### src/ring_bus_pkg.sv
package ring_bus_pkg;

  localparam int BUS_WIDTH   = 32;
  localparam int MASK_WIDTH  = BUS_WIDTH / 8;
  localparam int REGION_BITS = 8;
  localparam int OFFSET_BITS = BUS_WIDTH - REGION_BITS;

  typedef logic [BUS_WIDTH-1:0]  bus_word_t;
  typedef logic [MASK_WIDTH-1:0] byte_mask_t;

  // Upper byte picks the node, the rest is the byte offset inside it
  typedef union packed {
    logic [BUS_WIDTH-1:0] raw;
    struct packed {
      logic [REGION_BITS-1:0] region;
      logic [OFFSET_BITS-1:0] offset;
    } fields;
  } bus_addr_u;

  // Each mask bit widened to its byte lane
  function automatic bus_word_t lane_mask(input byte_mask_t mask);
    bus_word_t word;
    for (int b = 0; b < MASK_WIDTH; b++)
    begin
      word[8*b +: 8] = {8{mask[b]}};
    end
    return word;
  endfunction

endpackage

### src/periph_map_pkg.sv
package periph_map_pkg;

  // Region codes, upper address byte
  localparam logic [7:0] RAM_REGION  = 8'h00;
  localparam logic [7:0] LED_REGION  = 8'hC0;
  localparam logic [7:0] KEYS_REGION = 8'hC1;

  // 1024 words, 4 KiB byte window
  localparam int RAM_ADDR_BITS = 10;
  localparam int RAM_WORDS     = 1 << RAM_ADDR_BITS;

  // Register offsets inside the peripheral regions
  localparam logic [23:0] LED_VALUE_OFS  = 24'h000000;
  localparam logic [23:0] KEYS_LEVEL_OFS = 24'h000000;
  localparam logic [23:0] KEYS_PRESS_OFS = 24'h000004;

  localparam int NUM_LEDS = 8;
  localparam int NUM_KEYS = 2;

endpackage

### src/ring_led.sv
`timescale 1ns/1ns

module ring_led (
  input  logic                   clk,
  input  logic                   i_rst,

  input  logic                   i_bus_req,
  input  logic                   i_bus_ack,
  input  logic                   i_bus_write,
  input  ring_bus_pkg::bus_addr_u  i_bus_addr,
  input  ring_bus_pkg::bus_word_t  i_bus_data,
  input  ring_bus_pkg::byte_mask_t i_bus_rd_mask,
  input  ring_bus_pkg::byte_mask_t i_bus_wr_mask,

  output logic                   o_bus_req,
  output logic                   o_bus_ack,
  output logic                   o_bus_write,
  output ring_bus_pkg::bus_addr_u  o_bus_addr,
  output ring_bus_pkg::bus_word_t  o_bus_data,
  output ring_bus_pkg::byte_mask_t o_bus_rd_mask,
  output ring_bus_pkg::byte_mask_t o_bus_wr_mask,

  output logic [periph_map_pkg::NUM_LEDS-1:0] o_led
);
  import ring_bus_pkg::*;
  import periph_map_pkg::*;

  logic      hit;
  logic      at_value;
  bus_word_t rd_word;

  assign hit      = i_bus_req && !i_bus_ack && (i_bus_addr.fields.region == LED_REGION);
  assign at_value = (i_bus_addr.fields.offset == LED_VALUE_OFS);
  assign rd_word  = at_value ? BUS_WIDTH'(o_led) : '0;

  always_ff @(posedge clk)
  begin
    if (i_rst)
    begin
      o_bus_req <= 1'b0;
      o_bus_ack <= 1'b0;
      o_led     <= '0;
    end
    else
    begin
      o_bus_req <= i_bus_req;
      o_bus_ack <= i_bus_ack | hit;
      // Only byte lane 0 reaches the LEDs
      if (hit && i_bus_write && at_value && i_bus_wr_mask[0])
      begin
        o_led <= i_bus_data[NUM_LEDS-1:0];
      end
    end
  end

  always_ff @(posedge clk)
  begin
    o_bus_write    <= i_bus_write;
    o_bus_addr.raw <= i_bus_addr.raw;
    o_bus_rd_mask  <= i_bus_rd_mask;
    o_bus_wr_mask  <= i_bus_wr_mask;
    if (hit && !i_bus_write)
    begin
      o_bus_data <= rd_word & lane_mask(i_bus_rd_mask);
    end
    else
    begin
      o_bus_data <= i_bus_data;
    end
  end

  // Ring comes out of reset empty
  assert property (@(posedge clk) $fell(i_rst) |=> !o_bus_req);

endmodule

### config.mk
export PLATFORM = sky130hd
export DESIGN_NAME = ring_led
export DESIGN_NICKNAME = d
export VERILOG_FILES = /design/src/ring_bus_pkg.sv /design/src/periph_map_pkg.sv /design/src/ring_led.sv
export SDC_FILE = /design/constraint.sdc
export NUM_CORES = 1
export LEC_CHECK = 0
export BUFFER_PORTS_ARGS = -buffer_cell sky130_fd_sc_hd__buf_2
export CAP_MARGIN = 20
export CORE_MARGIN = 8
export CORE_UTILIZATION = 43
export CTS_BUF_LIST = sky130_fd_sc_hd__clkbuf_16
export CTS_CLUSTER_SIZE = 8
export DETAILED_ROUTE_END_ITERATION = 10
export HOLD_SLACK_MARGIN = 0.12
export PLACE_DENSITY_LB_ADDON = 0.05
export SYNTH_ARGS = -nofsm -noshare
export SYNTH_HDL_FRONTEND = slang
export SYNTH_SLANG_ARGS = --single-unit
### constraint.sdc
create_clock -name clk -period 3.8 [get_ports clk]
set_input_delay 0.38 -clock clk [delete_from_list [all_inputs] [get_ports clk]]
set_output_delay 0.38 -clock clk [all_outputs]
set_load 0.02 [all_outputs]
==> impl_metrics.toml <==
[cts]
holdBufCountCts = 0
h-tree-depth = 3
cts-resized-gates = 0
postCtsSetupBuffers = 0
cts_sinks = 83
cts_buffers = 9
clkLatencyLatePin_ns = 0.32
clock_path_buffers = 2
tritoncts = "built"
path_clk_slew_ns = 0.06
cts_root_buf = "clkbuf_16"

[timing]
clock.fmax_mhz = 516
setup_violations = 0
report.final.slew_viol_count = 0
relSlewSlack = 0.706
fin_crit_sh = 0.510
fin_skew_ns = 0.00506
hold_viol = 0
tightest_slew_ns = 0.441
fin_setup_tns_ns = 0
fin_crit_ns = 1.94
rsz0062_at_grt = "false"

[finish]
fillers = 431
multi_input_area_um2 = 558
nets = 423
syn_to_final_growth_pct = 49.2
antenna_cells = 0
seqCellArea_um2 = 1660
drive_gt1_frac = 0.504

[critical_path]
crit_buf_inv = 1
cp-start-kind = "primary input"
critPathTopFamily = "simple AND/OR/NAND/NOR gates"
endpoint_kind = "register"
max_stage_delay_ns = 0.60
cp_cell_sequence = "buf_2 > or4_1 > nor4_1 > and4_1 > mux2i_1"
critPathArrivalTime_ns = 2.19
crit_required_ns = 4.05
cp_max_fo = 8
setup.worst_path.class = "in2reg"
crit_slowest_cell = "or4_1"

[placed_design]
place.gp.congestion = 0.725
port_buffers = 159
hpwl_um = 5060

[grt]
grt_pass1_vias = 1884
grt_use_total = 0.155
grt_pass1_wl_um = 9040
grt-ovfl-total = 0
antenna_found_initial = 0
grt_max_degree = 21

[routing]
routed.top_layer = "met4"
vias = 1820
viasPerCell = 4.32
wl_met1_um = 2290
final_antenna_net_count = 0
drtIter0Drc = 32
drc = 0
met3_length_um = 700
wl_um = 6180
wl_met2_um = 3060
dr.pass1.iters = 4
wl_per_cell_um = 14.7

[die]
die_w_um = 89.0
start_util = 0.448
coreArea_um2 = 5110
num_rows = 26
die_h_um = 89.0
dieArea_um2 = 7910
ios = 160

[run_status]
status = "finished, final reports clean"

[run]
drv_cap = 0

[synth]
syn_area_um2 = 2290
synth.distinct_cells = 19
synth_cells = 180
seq_area_frac_synth = 0.726
synth_edf_count = 0
yosys_warnings = 0
avgSynthCellArea_um2 = 12.7
async_reset_ff_frac = 0
synthesis.nets = 257
ys_ff_latch = 83
synth_flop_cell = "dfxtp_1"

[pwr]
powerDensity_nw_per_um2 = 538
p_leak_uw = 0.00168
power_uw = 1840
ir_drop_mv = 0.390

[worst_hold_path]
min_path_type = "in2reg"
layout make-up:
type	instances	share of cell area
well taps	70	0.0257
clock inverters	7	0.0106
multi-input cells	82	0.163
flip-flops and latches	83	0.487
inverters	9	0.00990
clock buffers	9	0.0660
repair buffers	161	0.238
worst paths after layout:
check / slack, ns / endpoint / depth (start not counted) / startpoint
worst min-delay path: 0.15 / o_bus_wr_mask[1] / 1 / i_bus_wr_mask[1]
worst max register to register: 3.17 / o_bus_data[6] / 2 / o_led[6]
worst min register to register: 0.47 / o_bus_data[4] / 2 / o_led[4]
worst max-delay path: 1.86 / o_led[3] / 5 / i_bus_addr[27]
layout by cell type, fill, tap and decap left out, drive strengths merged:
master / instances
buf: 161
dfxtp: 83
nor2b: 25
nand2b: 16
inv: 10
nand2: 10
clkbuf: 9
o22ai: 8
mux2i: 8
nor4: 8
clkinv: 5
and4: 2
or4b: 1
or4: 1
nand4: 1
or3: 1
a21oi: 1
clkinvlp: 1
power by group:
part	switching (µW)	leakage (µW)	internal [µW]
logic	98.6	0.000849	70.0
clock network	314	0.000129	432
registers	8.07	0.000697	913
total	420	0.00168	1410
Yosys cell counts, types with 2 or more instances:
| cell | instances | area (µm²) |
|---|---|---|
| dfxtp_1 | 83 | 1660 |
| nor2b_1 | 25 | 156 |
| nand2b_1 | 16 | 100 |
| nand2_1 | 10 | 37.5 |
| inv_1 | 9 | 33.8 |
| mux2i_1 | 8 | 80.1 |
| o22ai_1 | 8 | 50.1 |
| nor4_1 | 5 | 31.3 |
| buf_2 | 4 | 20.0 |
| and4_1 | 2 | 17.5 |
| nor4_2 | 2 | 25.0 |
worst reg2reg max path: stages (launching register included):
cell and delay, ns:
dfxtp_1 0.36, nand2_1 0.06, o22ai_1 0.13
routing by layer:
| layer | vias up | global-route usage |
|---|---|---|
| met1 | 786 | 0.152 |
| met4 | 0 | 0.0876 |
| li1 | 928 | - |
| met3 | 13 | 0.0579 |
| met2 | 93 | 0.276 |
| met5 | - | 0 |
cells by family after synthesis:
group / count (synthesis) / synth area share
buf+inv: 15 / 0.0301
mux: 8 / 0.0350
simple gates: 65 / 0.185
flops: 83 / 0.726
compound gates: 9 / 0.0241
per-stage QoR:
stage / std cells / hold slack, ns / area, µm² / utilization / worst slack, ns
after floorplan: 180 / 0.408 / 2290 / - / 2.02
after global routing: 421 / 0.143 / 3410 / 0.668 / 1.73
final: 421 / 0.154 / 3410 / 0.668 / 1.86
after global placement: 405 / 0.456 / 3150 / 0.617 / 1.55
after detailed placement: 405 / 0.462 / 3150 / 0.617 / 1.49
after CTS: 421 / 0.147 / 3410 / 0.668 / 1.84
state kept, by name, summed over array words and instances, names as in the netlist:
name and flops:
o_bus_req 1, o_bus_write 1, o_bus_addr 32, o_bus_ack 1
o_bus_wr_mask 4, o_led 8, o_bus_rd_mask 4, o_bus_data 32
Power figures use the tool's default switching activity.
