`src/ring_bus_pkg.sv`:
```
package ring_bus_pkg;

  localparam int BUS_WIDTH   = 32;
  localparam int MASK_WIDTH  = BUS_WIDTH / 8;
  localparam int REGION_BITS = 8;
  localparam int OFFSET_BITS = BUS_WIDTH - REGION_BITS;

  typedef logic [BUS_WIDTH-1:0]  bus_word_t;
  typedef logic [MASK_WIDTH-1:0] byte_mask_t;

  // Upper byte picks the node, the rest is the byte offset inside it
  typedef union packed {
    logic [BUS_WIDTH-1:0] raw;
    struct packed {
      logic [REGION_BITS-1:0] region;
      logic [OFFSET_BITS-1:0] offset;
    } fields;
  } bus_addr_u;

  // Each mask bit widened to its byte lane
  function automatic bus_word_t lane_mask(input byte_mask_t mask);
    bus_word_t word;
    for (int b = 0; b < MASK_WIDTH; b++)
    begin
      word[8*b +: 8] = {8{mask[b]}};
    end
    return word;
  endfunction

endpackage

```
`src/periph_map_pkg.sv`:
```
package periph_map_pkg;

  // Region codes, upper address byte
  localparam logic [7:0] RAM_REGION  = 8'h00;
  localparam logic [7:0] LED_REGION  = 8'hC0;
  localparam logic [7:0] KEYS_REGION = 8'hC1;

  // 1024 words, 4 KiB byte window
  localparam int RAM_ADDR_BITS = 10;
  localparam int RAM_WORDS     = 1 << RAM_ADDR_BITS;

  // Register offsets inside the peripheral regions
  localparam logic [23:0] LED_VALUE_OFS  = 24'h000000;
  localparam logic [23:0] KEYS_LEVEL_OFS = 24'h000000;
  localparam logic [23:0] KEYS_PRESS_OFS = 24'h000004;

  localparam int NUM_LEDS = 8;
  localparam int NUM_KEYS = 2;

endpackage

```
`src/ring_keys.sv`:
```
`timescale 1ns/1ns

module ring_keys (
  input  logic                   clk,
  input  logic                   i_rst,

  input  logic                   i_bus_req,
  input  logic                   i_bus_ack,
  input  logic                   i_bus_write,
  input  ring_bus_pkg::bus_addr_u  i_bus_addr,
  input  ring_bus_pkg::bus_word_t  i_bus_data,
  input  ring_bus_pkg::byte_mask_t i_bus_rd_mask,
  input  ring_bus_pkg::byte_mask_t i_bus_wr_mask,

  output logic                   o_bus_req,
  output logic                   o_bus_ack,
  output logic                   o_bus_write,
  output ring_bus_pkg::bus_addr_u  o_bus_addr,
  output ring_bus_pkg::bus_word_t  o_bus_data,
  output ring_bus_pkg::byte_mask_t o_bus_rd_mask,
  output ring_bus_pkg::byte_mask_t o_bus_wr_mask,

  input  logic [periph_map_pkg::NUM_KEYS-1:0] i_key
);
  import ring_bus_pkg::*;
  import periph_map_pkg::*;

  logic [NUM_KEYS-1:0] key_meta;
  logic [NUM_KEYS-1:0] key_sync;
  logic [NUM_KEYS-1:0] key_prev;
  logic [NUM_KEYS-1:0] key_fall;
  logic [NUM_KEYS-1:0] press_q;
  logic [NUM_KEYS-1:0] press_clr;
  logic                hit;
  bus_word_t           rd_word;

  assign hit = i_bus_req && !i_bus_ack && (i_bus_addr.fields.region == KEYS_REGION);

  // Keys are active low, a press is a falling level
  assign key_fall = key_prev & ~key_sync;

  assign press_clr = (hit && i_bus_write && i_bus_wr_mask[0] &&
                      i_bus_addr.fields.offset == KEYS_PRESS_OFS) ?
                     i_bus_data[NUM_KEYS-1:0] : '0;

  always_comb
  begin
    rd_word = '0;
    if (i_bus_addr.fields.offset == KEYS_LEVEL_OFS)
      rd_word = BUS_WIDTH'(key_sync);
    else if (i_bus_addr.fields.offset == KEYS_PRESS_OFS)
      rd_word = BUS_WIDTH'(press_q);
  end

  always_ff @(posedge clk)
  begin
    if (i_rst)
    begin
      key_meta  <= '1;
      key_sync  <= '1;
      key_prev  <= '1;
      press_q   <= '0;
      o_bus_req <= 1'b0;
      o_bus_ack <= 1'b0;
    end
    else
    begin
      key_meta  <= i_key;
      key_sync  <= key_meta;
      key_prev  <= key_sync;
      // New edge beats a clear of the same bit
      press_q   <= (press_q & ~press_clr) | key_fall;
      o_bus_req <= i_bus_req;
      o_bus_ack <= i_bus_ack | hit;
    end
  end

  always_ff @(posedge clk)
  begin
    o_bus_write    <= i_bus_write;
    o_bus_addr.raw <= i_bus_addr.raw;
    o_bus_rd_mask  <= i_bus_rd_mask;
    o_bus_wr_mask  <= i_bus_wr_mask;
    if (hit && !i_bus_write)
      o_bus_data <= rd_word & lane_mask(i_bus_rd_mask);
    else
      o_bus_data <= i_bus_data;
  end

  // A press bit appears only after its key level fell
  assert property (@(posedge clk) disable iff (i_rst)
    (press_q & ~$past(press_q) & ~($past(key_sync, 2) & ~$past(key_sync))) == '0);

endmodule

```
`config.mk`:
```
export PLATFORM = sky130hd
export DESIGN_NAME = ring_keys
export DESIGN_NICKNAME = d
export VERILOG_FILES = /design/src/ring_bus_pkg.sv /design/src/periph_map_pkg.sv /design/src/ring_keys.sv
export SDC_FILE = /design/constraint.sdc
export NUM_CORES = 1
export LEC_CHECK = 0
export ABC_AREA = 1
export BUFFER_PORTS_ARGS = -buffer_cell sky130_fd_sc_hd__buf_2
export CORE_MARGIN = 5
export CORE_UTILIZATION = 36
export DETAILED_ROUTE_END_ITERATION = 8
export GPL_TIMING_DRIVEN = 0
export MAX_ROUTING_LAYER = met4
export PLACE_DENSITY = 0.78
export REMOVE_ABC_BUFFERS = 1
export SLEW_MARGIN = 20
export SYNTH_ARGS = -nofsm -noshare
export SYNTH_HDL_FRONTEND = slang
export SYNTH_SLANG_ARGS = --single-unit
export TNS_END_PERCENT = 100
```
`constraint.sdc`:
```
create_clock -name clk -period 1 [get_ports clk]
set_clock_uncertainty 0.2 [all_clocks]
set_input_delay 0.1 -clock clk [delete_from_list [all_inputs] [get_ports clk]]
set_output_delay 0.1 -clock clk [all_outputs]
set_load 0.05 [all_outputs]
```
==> flow_summary_export.csv, run 1 <==
group,metric,value,unit
die,die_area,0.00806,sq mm
place,dp_hpwl,4440,um
worst_setup_path,setup.worst_path.start_class,"register",
grt,grt_usage,22.0,%
sta,worst_slew_pin_slew,251,ps
clocking,tritoncts,"done",
route,drtIter0Drc,44,
grt,grt_first_pass_wirelength,13600,um
die,coreArea,0.00628,sq mm
sta,final.setup.worst_slack,-162,ps
route,viasPerCell,4.42,
finish,drive_gt1_share,56.0,%
sta,drv_slew,0,
sta,relSlewSlack,83.2,%
finish,final_cells,561,
route,dr.pass1.iters,4,
die,die_w,89.8,um
worst_setup_path,cp_max_fo,1,
worst_setup_path,slowest_stage,"dfxtp_2",
sta,report.final.setup_viol,95,
logic_synthesis,synth_cell_type_count,14,
run,maxCapViolCount,0,
sta,fmax,0.860,GHz
worst_setup_path,path_cells,"buf_8",
sta,hold_viol,4,
route,vias,2478,
clocking,cts_buffers,9,
logic_synthesis,ys_seq_area_share,72.5,%
grt,grt_antenna_before_repair,0,
clocking,worst_skew_pair.late_latency,340,ps
sta,fin_crit,1160,ps
clocking,clock_sinks,83,
place,dp_cells,458,
worst_setup_path,max_stage_delay,360,ps
pwr,power_leakage,2.48,nW
grt,grt_overflow,0,
clocking,h-tree-depth,3,
finish,final_common_cell,"dlygate4sd3_1",
die,pin_count,154,
sta,rsz0062_at_grt,"yes",
route,wl_per_cell,17.0,um
route,drc,0,
worst_setup_path,crit_type,"register to output pin",
place,portBuffers,153,
logic_synthesis,synth.cell_area,0.00229,sq mm
logic_synthesis,ys_top_cells_by_area,"dfxtp_1 (72%), nor2_1 (9.0%), inv_1 (6.9%)",
sta,tns,-10280,ps
logic_synthesis,syn_avg_cell_area,9.88,sq um
pwr,power_density,1550,mW/mm^2
sta,period_share,116,%
finish,final_util,81.7,%
worst_setup_path,cp_data_required_time,700,ps
clocking,clockRootBuffer,"clkbuf_8",
finish,final_cell_mix,"dlygate4sd3_1 (78), buf_2 (77), dfxtp_2 (75)",
worst_setup_path,cp-end-kind,"output pin",
clocking,clk_pin_slew,90,ps
worst_setup_path,cp_num_buf_inv,1,
worst_setup_path,worstPathArrival,860,ps
clocking,clockBufferDepth,2,
logic_synthesis,synth_cells,232,
die,start_util,36.5,%
min_path,min_path_type,"input port to register",
sta,hold_slack,-66.6,ps
route,drt.antenna.violating_nets,0,
finish,diodes,0,
worst_setup_path,crit_family,"flip-flops",
logic_synthesis,yosys.area.top_type_share,72.5,%
logic_synthesis,ys_seq_elements,83,
logic_synthesis,yosysTopAreaCell,"dfxtp_1",
pwr,vdd_ir_drop_max,1.09,mV
outcome,violations,"negative hold slack, negative setup slack",
pwr,total_power,0.00792,W
finish,area_growth,124,%
place,gp_congestion,0.739,
route,finalWirelength,9550,um
finish,fin_nets,558,
grt,grt_pass1_vias,2742,
logic_synthesis,yosys_warnings,0,
outcome,status,"finished with violations",
die,fp.dieH,89.8,um
grt,grt_max_degree,31,
die,rows,29,
==> cell families (layout without fill, tap and decap cells) <==
| kind of cell | Yosys count | count (layout) | share of synthesized area, % |
|---|---|---|---|
| simple gates | 102 | 102 | 18.8 |
| buf+inv | 47 | 299 | 8.68 |
| flops | 83 | 83 | 72.5 |
==> cell type report <==
cell class / count / area (sq um)
timing repair buffer: 237 / 2350
sequential: 83 / 1760
fill: 338 / 1150
multi-input combinational: 102 / 495
inverter: 43 / 174
clock buffer: 9 / 124
tap: 77 / 96.3
clock inverter: 7 / 91.3
timing repair inverter: 3 / 38.8
==> timing repair <==
item	in CTS	in global routing
pin swaps	0	9
setup buffers	0	4
hold endpoints to repair	83	17
gates cloned	0	3
endpoints found under the setup margin	105	116
hold buffers	74	8
gates resized for setup	286	39
==> power breakdown <==
part           internal, W  switching (W)  leakage [nW]
clock              0.00140        0.00123         0.109
sequential         0.00351       0.000121         0.700
combinational     0.000789       0.000870          1.67
total              0.00570        0.00222          2.48
==> synthesized netlist by cell type <==
master and instances:
clkbuf_1 1, nand2_2 1, nor2_1 55, inv_1 42, nand3b_1 1, nor3_1 1, nor2_2 5, or2_2 4
dfxtp_1 83, nand3_1 5, inv_2 1, nand2_1 25, nand4_1 5, buf_6 3
==> metal layers <==
layer	wire length (um)	global-route usage [%]	vias up
met5	0	-	-
met2	5380	41.7	117
met1	3210	19.9	1159
li1	-	-	1171
met3	586	5.93	31
met4	369	10.5	0
==> sequential cells by signal, summed over array words and instances, names as in the netlist <==
signal	count
o_bus_wr_mask	4
o_bus_write	1
o_bus_data	32
key_prev	2
o_bus_ack	1
key_meta	2
key_sync	2
o_bus_rd_mask	4
o_bus_req	1
press_q	2
o_bus_addr	32
==> worst paths after layout <==
| path | start | endpoint | slack [ps] | cells after the start |
|---|---|---|---|---|
| setup / recovery | o_bus_data[27]$_SDFF_PN0_ | o_bus_data[27] | -160 | 1 |
| hold / removal | i_key[1] | key_meta[1]$_SDFF_PP1_ | -70 | 3 |
| setup reg to reg | key_sync[1]$_SDFF_PP1_ | o_bus_data[1]$_DFF_P_ | 110 | 4 |
| hold reg to reg | key_meta[0]$_SDFF_PP1_ | key_sync[0]$_SDFF_PP1_ | 210 | 1 |
==> stage by stage <==
stage | hold slack, ps | setup slack (ps) | area, sq um
floorplan | -72.3 | -182 | 2250
global placement | 4.18 | -513 | 3120
detailed placement | 4.19 | -595 | 3120
CTS | -351 | -160 | 4860
global route | -51.4 | -189 | 5130
finish | -66.6 | -162 | 5130
Power figures use the tool's default switching activity.
==> run 2: changes to the inputs <==
--- a/config.mk
+++ b/config.mk
@@ -5,10 +5,10 @@
 export SDC_FILE = /design/constraint.sdc
 export NUM_CORES = 1
 export LEC_CHECK = 0
-export ABC_AREA = 1
+export ABC_AREA = 0
 export BUFFER_PORTS_ARGS = -buffer_cell sky130_fd_sc_hd__buf_2
 export CORE_MARGIN = 5
-export CORE_UTILIZATION = 36
+export CORE_UTILIZATION = 35
 export DETAILED_ROUTE_END_ITERATION = 8
 export GPL_TIMING_DRIVEN = 0
 export MAX_ROUTING_LAYER = met4
==> run 2 against run 1 <==
The flow still finishes with violations (negative hold slack, negative setup slack). Maximum frequency shrank 4.3%. Sequential power barely moved. Final area shrank 1.6%. Clock power fell by 9.9%. Sequential share of layout area rose by 0.59 points. Clock-buffer cell count is 1 higher. Worst setup slack lost 52 ps. Wire length is 7.3% higher. Synthesized cell count is 34% lower. Critical endpoint is now o_bus_data[1]$_DFF_P_. Highest routed layer unchanged.
==> flow_summary_export.csv, run 2 <==
group,metric,value,unit
worst_setup_path,cp-end-kind,"register",
finish,final_common_cell,"dfxtp_2",
route,drtIter0Drc,50,
sta,worst_slew_pin_slew,281,ps
clocking,clock_sinks,83,
grt,grt_antenna_before_repair,0,
worst_setup_path,worstPathArrival,1280,ps
place,dp_hpwl,4260,um
pwr,power_density,1520,mW/mm^2
logic_synthesis,ys_seq_elements,83,
clocking,tritoncts,"done",
worst_setup_path,crit_family,"simple AND/OR/NAND/NOR gates",
die,fp.dieH,88.3,um
worst_setup_path,max_stage_delay,300,ps
place,portBuffers,153,
grt,grt_first_pass_wirelength,12700,um
worst_setup_path,reg2reg_depth,2,
min_path,worstHoldEndpoint,"press_q[0]$_SDFF_PP0_",
clocking,clockRootBuffer,"clkbuf_8",
pwr,vdd_ir_drop_max,1.09,mV
sta,hold_viol,12,
grt,grt_overflow,0,
sta,relSlewSlack,81.1,%
logic_synthesis,synth.cell_area,0.00215,sq mm
clocking,worst_skew_pair.late_latency,330,ps
die,die_area,0.00780,sq mm
min_path,whs_path_depth,2,
die,pin_count,154,
route,dr.pass1.iters,7,
logic_synthesis,ys_seq_area_share,77.4,%
pwr,power_leakage,2.25,nW
sta,report.final.setup_viol,110,
finish,diodes,0,
worst_setup_path,cp_num_buf_inv,2,
route,drt.antenna.violating_nets,0,
finish,fin_nets,478,
logic_synthesis,yosysTopAreaCell,"dfxtp_1",
logic_synthesis,synth_cells,154,
grt,grt_usage,23.0,%
finish,drive_gt1_share,70.5,%
place,dp_cells,379,
logic_synthesis,yosys_warnings,0,
run,maxCapViolCount,0,
route,drc,0,
grt,grt_max_degree,17,
route,wl_per_cell,21.4,um
die,start_util,36.0,%
worst_setup_path,setup.worst_path.start_class,"input port",
logic_synthesis,synthMostInstantiatedCell,"dfxtp_1",
worst_setup_path,r2r-start,"press_q[0]$_SDFF_PP0_",
logic_synthesis,syn_avg_cell_area,13.9,sq um
sta,drv_slew,0,
logic_synthesis,yosys.area.top_type_share,77.4,%
worst_setup_path,cp_data_required_time,1070,ps
die,die_w,88.3,um
place,gp_congestion,0.786,
die,rows,28,
sta,fin_crit,1210,ps
die,coreArea,0.00596,sq mm
worst_setup_path,crit_cells,6,
logic_synthesis,synthTopCellsByCount,"dfxtp_1 (83), nor2b_1 (33), or2_2 (6)",
worst_setup_path,crit_type,"input port to register",
logic_synthesis,synth_edf_count,0,
sta,final.setup.worst_slack,-214,ps
sta,hold_slack,-152,ps
place,post-place-ws,-1200,ps
min_path,min_path_type,"input port to register",
worst_setup_path,rr_endpoint,"o_bus_data[0]$_DFF_P_",
clocking,cts_buffers,9,
outcome,violations,"negative hold slack, negative setup slack",
sta,period_share,121,%
sta,rsz0062_at_grt,"yes",
worst_setup_path,slowest_stage,"nor4_4",
finish,final_cell_mix,"dfxtp_2 (77), dlygate4sd3_1 (74), buf_2 (71)",
route,finalWirelength,10200,um
grt,grt_pass1_vias,2369,
worst_setup_path,cp_max_fo,3,
finish,top_regs,"o_bus_addr: 32 flops, o_bus_data: 32 flops",
finish,final_cells,478,
clocking,h-tree-depth,3,
logic_synthesis,synth_flop_cell,"dfxtp_1",
logic_synthesis,ys_top_cells_by_area,"dfxtp_1 (77%), nor2b_1 (9.6%), nor4_2 (1.7%)",
route,viasPerCell,4.61,
clocking,clockBufferDepth,2,
logic_synthesis,synth_cell_type_count,19,
logic_synthesis,async_flop_share,0,%
outcome,status,"finished with violations",
min_path,hp-start,"i_rst",
worst_setup_path,path_cells,"buf_2, nor4_4, nand4_1, buf_4, nor2_4, a41o_1",
finish,area_growth,135,%
route,vias,2203,
worst_setup_path,r2r_slack,-110,ps
sta,fmax,0.824,GHz
clocking,clk_pin_slew,70,ps
run 2: worst reg2reg max path: stages (launching register included):
cell,delay [ps]
dfxtp_2,330
mux2_2,250
a41o_1,230
run 2: area by class of cell:
class                      instances  area, sq um
inverter                           1         3.75
clock buffer                      10          128
tap                               75         93.8
clock inverter                     5         55.1
multi-input combinational         68          643
timing repair buffer             236         2370
sequential                        83         1760
fill                             283          908
run 2: worst max path at each step:
stage | to | slack [ps] | from
3_5_place_dp | o_bus_data[1]$_DFF_P_ | -1200 | i_bus_addr[28]
5_1_grt | o_bus_data[1]$_DFF_P_ | -210 | i_bus_addr[6]
4_1_cts | o_bus_addr[13] | -150 | o_bus_addr[13]$_DFF_P_
6_report | o_bus_data[1]$_DFF_P_ | -210 | i_bus_addr[6]
2_1_floorplan | o_bus_data[0]$_DFF_P_ | -720 | i_bus_addr[28]
3_3_place_gp | o_bus_data[0]$_DFF_P_ | -1140 | i_bus_addr[28]
run 2: stage by stage:
step	utilization (%)	total power [W]	area, sq um	TNS, ps
floorplan	-	0.00426	2130	-17670
finish	84.7	0.00768	5050	-12350
global route	84.7	0.00790	5050	-15050
CTS	80.8	0.00745	4810	-10480
global placement	50.2	0.00459	2990	-31570
detailed placement	50.2	0.00461	2990	-33340
run 2: power by group:
part	switching, W	internal, W
sequential	0.000123	0.00351
clock	0.00123	0.00114
combinational	0.000866	0.000813
run 2: timing repair:
item	4_1_cts	5_1_grt
hold endpoints to repair	83	15
buffers inserted	6	1
cloned	1	1
pin swaps	11	5
gates resized for setup	297	43
hold buffers	72	3
setup endpoints to repair	109	110
run 2: kinds of logic after synthesis:
logic type             Yosys count  share of synthesized area, %
DFF                             83                          77.4
and+or+nand+nor                 58                          18.2
AOI/OAI and AO/OA                7                          2.45
buffers and inverters            4                         0.874
muxes                            2                          1.05
run 2: layer usage:
metal  vias to the layer above  track usage [%]  part of all wire (%)
met2                       132             42.3                    54
met1                      1061             23.3                    36
met3                        12             6.89                   8.8
li1                        998                -                     -
met5                         -                -                     0
met4                         0             7.01                   1.2
